### config.mk
export PLATFORM = sky130hd
export DESIGN_NAME = cnn_result_top
export DESIGN_NICKNAME = d
export VERILOG_FILES = /design/src/rtl/cnn_pkg.sv /design/src/rtl/cnn_result_top.sv /design/src/rtl/apb_cnn.sv /design/src/rtl/score_saturation_check.sv /design/src/rtl/gesture_argmax.sv
export VERILOG_INCLUDE_DIRS = /design/src /design/src/rtl
export SDC_FILE = /design/constraint.sdc
export NUM_CORES = 1
export LEC_CHECK = 0
export BUFFER_PORTS_ARGS = -buffer_cell sky130_fd_sc_hd__buf_2
export CAP_MARGIN = 20
export CORE_MARGIN = 2
export CORE_UTILIZATION = 44
export DETAILED_ROUTE_END_ITERATION = 7
export PLACE_DENSITY = 0.63
export SLEW_MARGIN = 40
export SYNTH_ARGS = -nofsm -noshare
export SYNTH_HDL_FRONTEND = slang
export SYNTH_SLANG_ARGS = --single-unit
### constraint.sdc
create_clock -name PCLK -period 5.05 [get_ports PCLK]
set_input_delay 0.2525 -clock PCLK [delete_from_list [all_inputs] [get_ports PCLK]]
set_output_delay 0.2525 -clock PCLK [all_outputs]
set_load 0.005 [all_outputs]
### src/rtl/cnn_params.svh
`ifndef CNN_PARAMS_SVH
`define CNN_PARAMS_SVH

// Score stream geometry
`define CNN_NUM_CLASSES 4        // Gesture classes per inference
`define CNN_SCORE_W     8        // Bits per signed class score

// APB register map, offsets within PADDR[11:0]
`define CNN_REG_RESULT  12'h000  // Last accepted one-hot and index
`define CNN_REG_THRESH  12'h004  // Minimum top score, signed
`define CNN_REG_SCORES  12'h008  // Raw word of last inference
`define CNN_REG_COUNT   12'h00C  // Rejected and accepted counters
`define CNN_REG_STATUS  12'h010  // Saturation mask and irq

`endif
### src/rtl/cnn_pkg.sv
`default_nettype none

`include "cnn_params.svh"

package cnn_pkg;

    typedef logic signed [`CNN_SCORE_W-1:0] score_t;

    // Same word seen as raw bits or as signed lanes, lane 0 in low byte
    typedef union packed {
        logic [`CNN_NUM_CLASSES*`CNN_SCORE_W-1:0] raw;
        score_t [`CNN_NUM_CLASSES-1:0]             lane;
    } score_word_u;

    typedef struct packed {
        logic        valid;
        score_word_u word;
    } score_pkt_t;

    typedef struct packed {
        logic                                 valid;
        logic [`CNN_NUM_CLASSES-1:0]          one_hot;
        logic [$clog2(`CNN_NUM_CLASSES)-1:0]  index;
        score_t                               top;
    } argmax_res_t;

    typedef struct packed {
        logic                        valid;
        logic [`CNN_NUM_CLASSES-1:0] lane_mask;  // One bit per clipped lane
    } sat_res_t;

    typedef struct packed {
        logic        psel;
        logic        penable;
        logic        pwrite;
        logic [11:0] paddr;
        logic [31:0] pwdata;
    } apb_req_t;

    typedef struct packed {
        logic [31:0] prdata;
        logic        pready;
        logic        pslverr;
    } apb_rsp_t;

endpackage

`default_nettype wire

### src/rtl/cnn_result_top.sv
`timescale 1ns/1ps
`default_nettype none

module cnn_result_top
    import cnn_pkg::*;
(
    input  logic       PCLK,
    input  logic       PRESETn,
    input  score_pkt_t score_in,
    input  apb_req_t   apb_req,
    output apb_rsp_t   apb_rsp,
    output logic       irq
);

    argmax_res_t argmax_res;  // Winner, one cycle after inference
    sat_res_t    sat_res;     // Clip mask, same cycle as argmax_res

    gesture_argmax u_gesture_argmax (
        .PCLK     (PCLK),
        .PRESETn  (PRESETn),
        .score_in (score_in),
        .result   (argmax_res)
    );

    score_saturation_check u_score_saturation_check (
        .PCLK     (PCLK),
        .PRESETn  (PRESETn),
        .score_in (score_in),
        .result   (sat_res)
    );

    apb_cnn u_apb_cnn (
        .PCLK     (PCLK),
        .PRESETn  (PRESETn),
        .apb_req  (apb_req),
        .apb_rsp  (apb_rsp),
        .score_in (score_in),
        .argmax   (argmax_res),
        .sat      (sat_res),
        .irq      (irq)
    );

endmodule

`default_nettype wire

### src/rtl/apb_cnn.sv
`timescale 1ns/1ps
`default_nettype none

`include "cnn_params.svh"

module apb_cnn
    import cnn_pkg::*;
(
    input  logic        PCLK,
    input  logic        PRESETn,
    input  apb_req_t    apb_req,
    output apb_rsp_t    apb_rsp,
    input  score_pkt_t  score_in,
    input  argmax_res_t argmax,
    input  sat_res_t    sat,
    output logic        irq
);

    logic [31:0] score_d;       // Raw word, aligned with the analysis results
    logic        result_valid;
    logic        accept;

    score_t      thresh;
    logic [3:0]  res_one_hot;
    logic [1:0]  res_index;
    logic [31:0] scores_reg;
    logic [15:0] acc_cnt;
    logic [15:0] rej_cnt;
    logic [3:0]  sat_mask_reg;

    logic        setup_phase;
    logic        access_phase;
    logic        rd_access;
    logic        wr_access;
    logic        hit_result;
    logic        hit_thresh;
    logic        hit_scores;
    logic        hit_count;
    logic        hit_status;
    logic        addr_mapped;
    logic        ro_write;
    logic        result_read;
    logic [31:0] rd_mux;
    logic [31:0] rd_word;

    always_ff @(posedge PCLK) begin
        if (score_in.valid) begin
            score_d <= score_in.word.raw;
        end
    end

    // Both analysis blocks run in lock step
    assign result_valid = argmax.valid & sat.valid;
    assign accept       = result_valid && (sat.lane_mask == 4'b0000) &&
                          (argmax.top >= thresh);  // Signed compare

    always_ff @(posedge PCLK or negedge PRESETn) begin
        if (!PRESETn) begin
            res_one_hot  <= 4'b0000;
            res_index    <= 2'd0;
            scores_reg   <= 32'd0;
            acc_cnt      <= 16'd0;
            rej_cnt      <= 16'd0;
            sat_mask_reg <= 4'b0000;
        end else if (result_valid) begin
            scores_reg   <= score_d;         // Kept for every inference
            sat_mask_reg <= sat.lane_mask;
            if (accept) begin
                res_one_hot <= argmax.one_hot;
                res_index   <= argmax.index;
                acc_cnt     <= acc_cnt + 16'd1;  // Wraps
            end else begin
                rej_cnt     <= rej_cnt + 16'd1;
            end
        end
    end

    // APB phase decode, zero wait states
    assign setup_phase  = apb_req.psel & ~apb_req.penable;
    assign access_phase = apb_req.psel &  apb_req.penable;
    assign rd_access    = access_phase & ~apb_req.pwrite;
    assign wr_access    = access_phase &  apb_req.pwrite;

    assign hit_result  = (apb_req.paddr == `CNN_REG_RESULT);
    assign hit_thresh  = (apb_req.paddr == `CNN_REG_THRESH);
    assign hit_scores  = (apb_req.paddr == `CNN_REG_SCORES);
    assign hit_count   = (apb_req.paddr == `CNN_REG_COUNT);
    assign hit_status  = (apb_req.paddr == `CNN_REG_STATUS);
    assign addr_mapped = hit_result | hit_thresh | hit_scores | hit_count | hit_status;
    assign ro_write    = apb_req.pwrite & (hit_result | hit_scores | hit_count | hit_status);

    assign result_read = rd_access & hit_result;

    always_ff @(posedge PCLK or negedge PRESETn) begin
        if (!PRESETn) begin
            thresh <= 8'sd0;
        end else if (wr_access && hit_thresh) begin
            thresh <= apb_req.pwdata[7:0];  // Upper bits ignored
        end
    end

    // Accept has priority over the clearing read
    always_ff @(posedge PCLK or negedge PRESETn) begin
        if (!PRESETn) begin
            irq <= 1'b0;
        end else if (accept) begin
            irq <= 1'b1;
        end else if (result_read) begin
            irq <= 1'b0;
        end
    end

    always_comb begin
        case (apb_req.paddr)
            `CNN_REG_RESULT: rd_mux = {22'd0, res_index, 4'd0, res_one_hot};
            `CNN_REG_THRESH: rd_mux = {24'd0, thresh};
            `CNN_REG_SCORES: rd_mux = scores_reg;
            `CNN_REG_COUNT:  rd_mux = {rej_cnt, acc_cnt};
            `CNN_REG_STATUS: rd_mux = {27'd0, irq, sat_mask_reg};
            default:         rd_mux = 32'd0;
        endcase
    end

    // Read word sampled in setup, presented in access
    always_ff @(posedge PCLK or negedge PRESETn) begin
        if (!PRESETn) begin
            rd_word <= 32'd0;
        end else if (setup_phase) begin
            rd_word <= rd_mux;
        end
    end

    always_comb begin
        apb_rsp.prdata  = rd_access ? rd_word : 32'd0;
        apb_rsp.pready  = 1'b1;
        apb_rsp.pslverr = access_phase & (~addr_mapped | ro_write);
    end

endmodule

`default_nettype wire

### src/rtl/score_saturation_check.sv
`timescale 1ns/1ps
`default_nettype none

`include "cnn_params.svh"

module score_saturation_check
    import cnn_pkg::*;
(
    input  logic       PCLK,
    input  logic       PRESETn,
    input  score_pkt_t score_in,
    output sat_res_t   result
);

    logic [`CNN_NUM_CLASSES-1:0] lane_sat;
    logic                        valid_q;
    logic [`CNN_NUM_CLASSES-1:0] mask_q;

    // A lane pinned at either quantizer rail has clipped
    always_comb begin
        for (int i = 0; i < `CNN_NUM_CLASSES; i++) begin
            lane_sat[i] = (score_in.word.lane[i] == 8'sh7f) ||  // +127
                          (score_in.word.lane[i] == 8'sh80);    // -128
        end
    end

    always_ff @(posedge PCLK or negedge PRESETn) begin
        if (!PRESETn) begin
            valid_q <= 1'b0;
        end else begin
            valid_q <= score_in.valid;  // Aligned with argmax output
        end
    end

    always_ff @(posedge PCLK) begin
        if (score_in.valid) begin
            mask_q <= lane_sat;
        end
    end

    always_comb begin
        result.valid     = valid_q;
        result.lane_mask = mask_q;
    end

endmodule

`default_nettype wire

### src/rtl/gesture_argmax.sv
`timescale 1ns/1ps
`default_nettype none

`include "cnn_params.svh"

module gesture_argmax
    import cnn_pkg::*;
(
    input  logic        PCLK,
    input  logic        PRESETn,
    input  score_pkt_t  score_in,
    output argmax_res_t result
);

    score_t     best_score;
    logic [1:0] best_idx;

    logic       valid_q;
    logic [3:0] one_hot_q;
    logic [1:0] index_q;
    score_t     top_q;

    // Linear scan over the lanes
    always_comb begin
        best_score = score_in.word.lane[0];
        best_idx   = 2'd0;
        for (int i = 1; i < `CNN_NUM_CLASSES; i++) begin
            if (score_in.word.lane[i] > best_score) begin  // Strict, lower index wins a tie
                best_score = score_in.word.lane[i];
                best_idx   = 2'(i);
            end
        end
    end

    always_ff @(posedge PCLK or negedge PRESETn) begin
        if (!PRESETn) begin
            valid_q <= 1'b0;
        end else begin
            valid_q <= score_in.valid;  // One cycle behind the inference
        end
    end

    always_ff @(posedge PCLK) begin
        if (score_in.valid) begin
            one_hot_q <= 4'b0001 << best_idx;
            index_q   <= best_idx;
            top_q     <= best_score;
        end
    end

    always_comb begin
        result.valid   = valid_q;
        result.one_hot = one_hot_q;
        result.index   = index_q;
        result.top     = top_q;
    end

endmodule

`default_nettype wire

==> results of run 1 <==
worst register-to-register path: cells and delay by family (launching register included):
kind	cells	cell delay, ns
compound gates	6	1.32
simple gates	2	0.55
flops	1	0.42
fa+ha+maj	1	0.28
xor+xnor	1	0.17
cells in the final DEF (no fill, tap or decap), drive strengths merged, types with 11 or more instances in the layout:
cell,synthesis,routed
a22oi,22,22
and2,34,34
buf,6,143
clkbuf,28,19
dfrtp,116,116
edfxtp,50,50
ha,32,32
inv,35,36
mux2,54,54
mux2i,12,12
nand2,76,76
nand3,11,11
nand4,22,22
nor2,14,14
nor3,14,14
o21ai,54,54
xnor2,17,17
xor2,14,14
layout make-up:
type / instances / area [um2]
well taps: 229 / 287
repair buffers: 144 / 868
flip-flops and latches: 166 / 4400
fillers: 1557 / 8150
inverters: 35 / 131
multi-input cells: 469 / 3520
clock buffers: 19 / 433
clock inverters: 13 / 228
how the worst max path moves through the flow:
stage | start | end | slack [ns] | depth (start not counted)
floorplan | score_in[5] | u_gesture_argmax.top_q[0]$_DFFE_PP_ | -0.001 | 29
global route | score_in[5] | u_gesture_argmax.top_q[5]$_DFFE_PP_ | -0.006 | 29
CTS | score_in[5] | u_gesture_argmax.top_q[0]$_DFFE_PP_ | 0.15 | 28
global placement | score_in[5] | u_gesture_argmax.top_q[2]$_DFFE_PP_ | -0.05 | 27
detailed placement | score_in[5] | u_gesture_argmax.top_q[0]$_DFFE_PP_ | -0.27 | 28
finish | score_in[5] | u_gesture_argmax.top_q[0]$_DFFE_PP_ | 0.27 | 30
cell families after synthesis:
family | after synthesis
and+or+nand+nor | 211
AOI/OAI and AO/OA | 126
DFF | 166
xor gates and xnor gates | 31
adders and majority gates | 33
muxes | 66
other | 1
buffers and inverters | 69
power breakdown:
group | internal (uW) | total [uW] | leakage (uW) | switching [uW]
logic | 293 | 611 | 0.00210 | 318
clock network | 925 | 1430 | 0.000307 | 502
registers | 1550 | 1650 | 0.00200 | 106
total | 2760 | 3690 | 0.00440 | 925
what timing repair did:
| action | CTS | global route |
|---|---|---|
| gates resized for setup | 0 | 17 |
| endpoints found under the hold margin | 65 | 0 |
| hold buffers | 1 | 0 |
| buffers inserted | 0 | 1 |
| setup endpoints to repair | 0 | 14 |
stage by stage:
stage | util, % | instance area [um2] | TNS, ns
global route | 54.8 | 9870 | -0.00958
CTS | 54.3 | 9780 | 0
finish | 54.8 | 9870 | 0
global placement | 50.5 | 9100 | -0.128
floorplan | - | 8130 | -0.00116
detailed placement | 50.5 | 9110 | -2.67
per-layer routing:
layer / GRT usage, % / vias up / routed length [um] / part of all wire, %
met5: 0 / - / 0 / 0
met4: 7.21 / 0 / 394 / 2.1
met3: 3.96 / 33 / 1030 / 5.5
met2: 30.3 / 178 / 8480 / 46
met1: 27.9 / 2845 / 8620 / 47
li1: - / 2803 / - / -
==> results.yml, run 1 <==
die:
  row_count: 49
  die_area_mm2: 0.0195
  start_util_pct: 45.0
  ios: 117
  die_w_um: 140
  core_area_mm2: 0.0180
  dieHeight_um: 140
drt:
  drc: 0
  dr.pass1.iters: 5
  drt_wl_total_um: 18500
  vias_per_cell: 5.45
  wl_per_cell_um: 17.2
  postRouteAntennaNets: 0
  drt_first_iter_violations: 529
  vias: 5859
power_and_ir_drop:
  total_power_uw: 3690
  powerDensity_mw_per_mm2: 374
  ir_drop_uv: 229
  p_leak_uw: 0.00440
run:
  drv_cap: 0
logic_synthesis:
  synth_most_common_cell: "dfrtp_1"
  postSynthAreaPerCell_um2: 11.5
  yosys.area.top_type_share_pct: 35.8
  synth-simple-area-share_pct: 13.7
  ys_async_sr_fraction_pct: 69.9
  synth_top_family_by_area: "simple AND/OR/NAND/NOR gates"
  yosys_warnings: 0
  synth-edff-count: 50
  ys_types: 63
  synth_commonest_cells: "dfrtp_1 (116), nand2_1 (76), edfxtp_1 (50)"
  ys_ff_latch: 166
  syn_inst: 703
  ys_top_cells_by_area: "dfrtp_1 (36%), edfxtp_1 (19%), mux2_2 (6.8%)"
  synthAdderAreaFrac_pct: 5.08
  syn_area_mm2: 0.00811
  synth_mux_area_share_pct: 9.18
  ys_seq_area_share_pct: 54.3
  yosys_most_used_dff: "dfrtp_1"
  synth-compound-area-share_pct: 10.9
  synth_xor_xnor_area_share_pct: 3.35
  post-synth-top-area-cell: "dfrtp_1"
  synth_nets: 817
run_status:
  outcome: "completed"
final_layout:
  num_antenna_cells: 0
  drive_above_1_share_pct: 30.3
  finalNonFillerCells: 1075
  syn_to_final_growth_pct: 21.7
  layout.nets: 947
timing:
  skew_ns: 0.00592
  tightestPinTransition_ns: 0.735
  max-slew-margin-rel_pct: 50.9
  hold_viol_final: 0
  fmax_mhz: 209
  period_needed_ns: 4.78
  finalSetupViolCount: 0
  maxSlewViolCount: 0
  fin_crit_sh_pct: 94.6
  hold_slack_ns: 0.0514
  setup_ws_ns: 0.271
global_routing:
  grt_pass1_vias: 5761
  grt_pass1_wl_um: 30500
  antenna_found_initial: 0
  grtUsageTotal_pct: 19.7
  grt_max_degree: 67
  grt_overflow: 0
worst_setup_path:
  cp-end-kind: "flop"
  cp.required_ns: 5.32
  reg2reg_to: "u_apb_cnn.rej_cnt[12]$_DFFE_PN0P_"
  rrSetupSlack_ns: 2.23
  cp_top_family: "compound AO/OA/AOI/OAI gates"
  crit_arrival_ns: 5.05
  rr_startpoint: "u_apb_cnn.thresh[0]$_DFFE_PN0P_"
  path_class: "in -> reg"
  crit_slowest_cell: "or3_1"
  cp-start-kind: "input port"
  worst-path-buf-inv: 7
  crit_fanout: 10
  critPathMaxStageDelay_ns: 0.33
  ff2ff_path_depth: 10
worst_hold_path:
  hold_path_class: "in -> reg"
  holdCritStartpoint: "score_in[24]"
  hold_end: "u_apb_cnn.score_d[24]$_DFFE_PP_"
  min_path_cells: 1
cts:
  clockRootBuffer: "clkbuf_16"
  clkLatencyLatePin_ns: 0.42
  htreeDepth: 4
  cts_tree: "built"
  cts.path.max_buffers: 2
  cts_sinks: 166
  clk_pin_slew_ns: 0.06
  cts_inserted_buffers: 17
placement:
  pre_cts_ws_ns: -0.271
  gp_congestion: 0.893
  dp_hpwl_um: 13900
  portBuffers: 91
  placed_cells: 1040
(Power assumes the default switching activity.)
==> inputs of run 2 (changes only) <==
==> constraint.sdc (replaced) <==
create_clock -name PCLK -period 5.4 [get_ports PCLK]
set_input_delay 0.27 -clock PCLK [delete_from_list [all_inputs] [get_ports PCLK]]
set_output_delay 0.27 -clock PCLK [all_outputs]
set_load 0.005 [all_outputs]
==> run 2 against run 1 <==
Net effect: clock-buffer cell count rose by 2; combinational power fell by 16%; clock power fell by 14%; cell count fell by 3.1%; global-route usage fell by 0.14 points; critical endpoint is now u_gesture_argmax.top_q[7]$_DFFE_PP_.
==> results.yml, run 2 (same netlist as run 1, synthesis figures left out) <==
die:
  die_area_mm2: 0.0195
  dieHeight_um: 140
  core_area_mm2: 0.0180
  row_count: 49
  die_w_um: 140
  ios: 117
  start_util_pct: 45.0
timing:
  period_needed_ns: 5.07
  skew_ns: 0.00673
  hold_viol_final: 0
  fin_crit_sh_pct: 93.9
  max-slew-margin-rel_pct: 51.6
  setup_ws_ns: 0.327
  maxSlewViolCount: 0
  fmax_mhz: 197
  tightestPinTransition_ns: 0.725
  finalSetupViolCount: 0
  rsz0062_at_grt: "no"
cts:
  cts.path.max_buffers: 2
  htreeDepth: 4
  cts_sinks: 166
  cts_tree: "built"
  clockRootBuffer: "clkbuf_16"
  clkLatencyLatePin_ns: 0.43
  clk_pin_slew_ns: 0.06
  cts_inserted_buffers: 17
placement:
  place_area_mm2: 0.00885
  placed_cells: 1007
  portBuffers: 91
  pre_cts_ws_ns: -0.127
  gp_congestion: 0.862
  dp_hpwl_um: 13900
worst_setup_path:
  cp.required_ns: 5.65
  crit_slowest_cell: "a2111oi_2"
  critPathMaxStageDelay_ns: 0.34
  path_class: "in -> reg"
  cp-end-kind: "flop"
  crit_fanout: 16
  cp-start-kind: "input port"
  crit_arrival_ns: 5.33
final_layout:
  drive_above_1_share_pct: 26.0
  final_cell_area_mm2: 0.00948
  syn_to_final_growth_pct: 16.8
  layout.nets: 914
  mostFrequentLayoutCell: "dfrtp_1"
  num_antenna_cells: 0
  finalNonFillerCells: 1042
  final_cell_mix: "dfrtp_1 (116), buf_2 (89), nand2_1 (76), edfxtp_1 (50), mux2_2 (49)"
drt:
  drc: 0
  wl_per_cell_um: 17.9
  vias: 5797
  dr.pass1.iters: 8
  drt_first_iter_violations: 570
  vias_per_cell: 5.56
  postRouteAntennaNets: 0
  drt_wl_total_um: 18700
global_routing:
  antenna_found_initial: 0
  grtUsageTotal_pct: 19.6
  grt_pass1_wl_um: 30200
  grt_pass1_vias: 5705
  grt_overflow: 0
  grt_max_degree: 77
power_and_ir_drop:
  powerDensity_mw_per_mm2: 347
  ir_drop_uv: 188
  p_leak_uw: 0.00420
worst_hold_path:
  hold_path_class: "in -> reg"
run_status:
  outcome: "completed"
run:
  drv_cap: 0
## run 2: per-stage QoR
stage	TNS (ns)	hold WS, ns	util, %	total power, uW
global placement	0	0.449	49.0	2040
finish	0	0.0439	52.6	3290
floorplan	0	-0.0256	-	1880
detailed placement	-1.01	0.342	49.1	2080
CTS	0	0.0316	52.5	3300
global route	0	0.0272	52.6	3430
## run 2: area by class of cell
class / count / area (um2)
inverters: 35 / 131
flip-flops and latches: 166 / 4400
multi-input cells: 468 / 3430
well taps: 229 / 287
clock buffers: 21 / 450
repair buffers: 112 / 624
fillers: 1585 / 8550
clock inverters: 11 / 149
## run 2: worst paths after layout
path / to / slack, ns / start / depth (start not counted)
setup / recovery: u_gesture_argmax.top_q[7]$_DFFE_PP_ / 0.33 / score_in[5] / 30
hold / removal: u_apb_cnn.score_d[7]$_DFFE_PP_ / 0.04 / score_in[7] / 1
setup reg to reg: u_apb_cnn.rej_cnt[12]$_DFFE_PN0P_ / 2.60 / u_apb_cnn.thresh[0]$_DFFE_PN0P_ / 10
hold reg to reg: u_apb_cnn.res_one_hot[1]$_DFFE_PN0P_ / 0.47 / u_gesture_argmax.one_hot_q[1]$_SDFFCE_PP0P_ / 1
max in group asynchronous: u_apb_cnn.rd_word[17]$_DFFE_PN0P_ / 3.98 / PRESETn / 3
min in group asynchronous: u_apb_cnn.scores_reg[10]$_DFFE_PN0P_ / 0.42 / PRESETn / 2
## run 2: what timing repair did
item	4_1_cts	5_1_grt
buffers inserted	0	2
hold buffers	1	0
endpoints found under the hold margin	75	0
endpoints found under the setup margin	0	6
resized for setup	0	4
## run 2: worst max-delay path: cells and delay by family
kind | cells | cell delay (ns)
buffers and inverters | 5 | 0.68
AO/OA/AOI/OAI | 15 | 2.82
AND/OR/NAND/NOR | 7 | 0.71
adder cells (fa/ha/maj) | 3 | 0.83
## run 2: per-layer routing
| metal | part of all wire [%] | GRT usage (%) | up-vias |
|---|---|---|---|
| li1 | - | - | 2742 |
| met1 | 47 | 28.1 | 2831 |
| met2 | 45 | 29.7 | 190 |
| met3 | 5.6 | 4.27 | 34 |
| met4 | 1.9 | 6.68 | 0 |
| met5 | 0 | 0 | - |
## run 2: power breakdown
| group | total [uW] | internal (uW) | leakage [uW] | switching (uW) |
|---|---|---|---|---|
| logic | 515 | 233 | 0.00191 | 282 |
| registers | 1540 | 1450 | 0.00200 | 98.2 |
| clock network | 1230 | 741 | 0.000286 | 489 |
==> inputs of run 3 (changes only) <==
==> constraint.sdc (replaced) <==
create_clock -name PCLK -period 6.25 [get_ports PCLK]
set_input_delay 0.3125 -clock PCLK [delete_from_list [all_inputs] [get_ports PCLK]]
set_output_delay 0.3125 -clock PCLK [all_outputs]
set_load 0.005 [all_outputs]
==> run 3 against run 2 <==
Net effect: total power fell by 14%; register-to-register slack better by 0.79 ns; critical path depth decreased by 4; wire length is 1.4% lower; largest power group unchanged; sequential share of layout area rose by 0.35 points; setup slack improved by 0.12 ns; largest cell class unchanged; global-route usage rose by 0.059 points.
==> results.yml, run 3 (same netlist as run 1, synthesis figures left out) <==
worst_setup_path:
  ff2ff_path_depth: 10
  crit_fanout: 15
  cp-start-kind: "input port"
  path_class: "in -> reg"
  reg2reg_to: "u_apb_cnn.rej_cnt[12]$_DFFE_PN0P_"
  rr_startpoint: "u_apb_cnn.thresh[0]$_DFFE_PN0P_"
  cp-end-kind: "flop"
  rrSetupSlack_ns: 3.39
  crit_arrival_ns: 5.97
  cp.required_ns: 6.42
worst_hold_path:
  min_path_cells: 1
  hold_path_class: "in -> reg"
  hold_end: "u_apb_cnn.score_d[7]$_DFFE_PP_"
  holdCritStartpoint: "score_in[7]"
die:
  start_util_pct: 45.0
  row_count: 49
  die_area_mm2: 0.0195
  core_area_mm2: 0.0180
  dieHeight_um: 140
  die_w_um: 140
  ios: 117
final_layout:
  syn_to_final_growth_pct: 16.0
  drive_above_1_share_pct: 24.8
  num_antenna_cells: 0
  n_fill_cell: 1585
  final_cell_mix: "dfrtp_1 (116), buf_2 (89), nand2_1 (76), edfxtp_1 (50), mux2_2 (49)"
  fin_util_pct: 52.2
  mostFrequentLayoutCell: "dfrtp_1"
  layout.nets: 903
timing:
  finalSetupViolCount: 0
  maxSlewViolCount: 0
  fin_crit_sh_pct: 92.8
  rsz0062_at_grt: "no"
  period_needed_ns: 5.80
  skew_ns: 0.00784
  setup_tns_ns: 0
  tightestPinTransition_ns: 0.760
  hold_viol_final: 0
  max-slew-margin-rel_pct: 49.2
  fmax_mhz: 172
cts:
  htreeDepth: 4
  cts-resized-gates: 0
  clockRootBuffer: "clkbuf_16"
  clk_pin_slew_ns: 0.06
  cts.path.max_buffers: 2
  cts_sinks: 166
  cts_tree: "built"
  clkLatencyLatePin_ns: 0.42
  cts_inserted_buffers: 17
drt:
  drc: 0
  dr.pass1.iters: 5
  wl_per_cell_um: 17.8
  vias: 5809
  drt_first_iter_violations: 474
  vias_per_cell: 5.63
  drt_wl_total_um: 18400
  postRouteAntennaNets: 0
global_routing:
  grt_pass1_vias: 5747
  grt_overflow: 0
  grtUsageTotal_pct: 19.6
  antenna_found_initial: 0
  grt_pass1_wl_um: 30300
  grt_max_degree: 85
power_and_ir_drop:
  powerDensity_mw_per_mm2: 300
  p_leak_uw: 0.00415
  total_power_uw: 2820
  ir_drop_uv: 186
placement:
  dp_hpwl_um: 13600
  portBuffers: 91
  gp_congestion: 0.882
run:
  drv_cap: 0
run_status:
  outcome: "completed"
## run 3: cell types whose count changed in the layout (fill, tap and decap cells not counted), sizes merged
cell and delta:
clkinv +1, clkbuf +1, inv -1, buf -12
## run 3: layout make-up
class / count / area, um2 / share of cell area [%]
timing repair buffer: 101 / 544 / 5.79
sequential: 166 / 4400 / 46.8
clock buffer: 21 / 462 / 4.91
tap: 229 / 287 / 3.05
inverter: 35 / 131 / 1.40
clock inverter: 11 / 149 / 1.58
multi-input combinational: 468 / 3430 / 36.5
## run 3: worst max-delay path, stage by stage
cell	delay, ns
buf_2	0.12
inv_1	0.07
ha_1	0.30
a21o_1	0.19
a2111oi_2	0.36
a21o_1	0.18
a21boi_4	0.14
o21ai_0	0.55
inv_1	0.10
ha_1	0.31
nand2_1	0.06
or3_1	0.34
mux2i_1	0.23
a21o_1	0.36
and2_1	0.47
a21oi_1	0.14
ha_1	0.32
o21a_1	0.12
o21a_1	0.16
o21a_1	0.16
o21ai_1	0.11
nand2b_1	0.08
a41oi_2	0.25
inv_2	0.15
a31o_1	0.21
o22a_1	0.17
## run 3: power by group
group          total [uW]  internal, uW  switching, uW
Clock                1060           653            411
Sequential           1330          1250           83.4
Combinational         425           185            240
Total                2820          2090            734
## run 3: per-stage QoR
| step | cell area (um2) | setup slack [ns] | hold slack (ns) | instances |
|---|---|---|---|---|
| 2_1_floorplan | 8110 | 0.912 | 0.0169 | 703 |
| 3_3_place_gp | 8770 | 0.402 | 0.268 | 998 |
| 3_5_place_dp | 8780 | 0.184 | 0.280 | 998 |
| 4_1_cts | 9400 | 0.587 | 0.0739 | 1031 |
| 5_1_grt | 9410 | 0.194 | 0.0687 | 1031 |
| 6_report | 9410 | 0.452 | 0.0883 | 1031 |
## run 3: repair_timing
| item | 4_1_cts | 5_1_grt |
|---|---|---|
| buffers inserted | 0 | 0 |
| hold endpoints to repair | 32 | 0 |
| hold buffers | 1 | 0 |
## run 3: worst max-delay path by stage
stage                start                                  end  slack [ns]  depth (start not counted)
2_1_floorplan  score_in[5]  u_gesture_argmax.top_q[0]$_DFFE_PP_        0.91                         29
3_3_place_gp   score_in[5]  u_gesture_argmax.top_q[2]$_DFFE_PP_        0.40                         26
3_5_place_dp   score_in[5]  u_gesture_argmax.top_q[2]$_DFFE_PP_        0.18                         26
4_1_cts        score_in[5]  u_gesture_argmax.top_q[2]$_DFFE_PP_        0.59                         26
5_1_grt        score_in[5]  u_gesture_argmax.top_q[2]$_DFFE_PP_        0.19                         26
6_report       score_in[5]  u_gesture_argmax.top_q[2]$_DFFE_PP_        0.45                         26
## run 3: layer usage
layer  global-route usage, %  wire (um)
met4                    6.47        254
met1                    27.8       8520
met3                    3.99       1070
met5                       0          0
met2                    30.4       8550
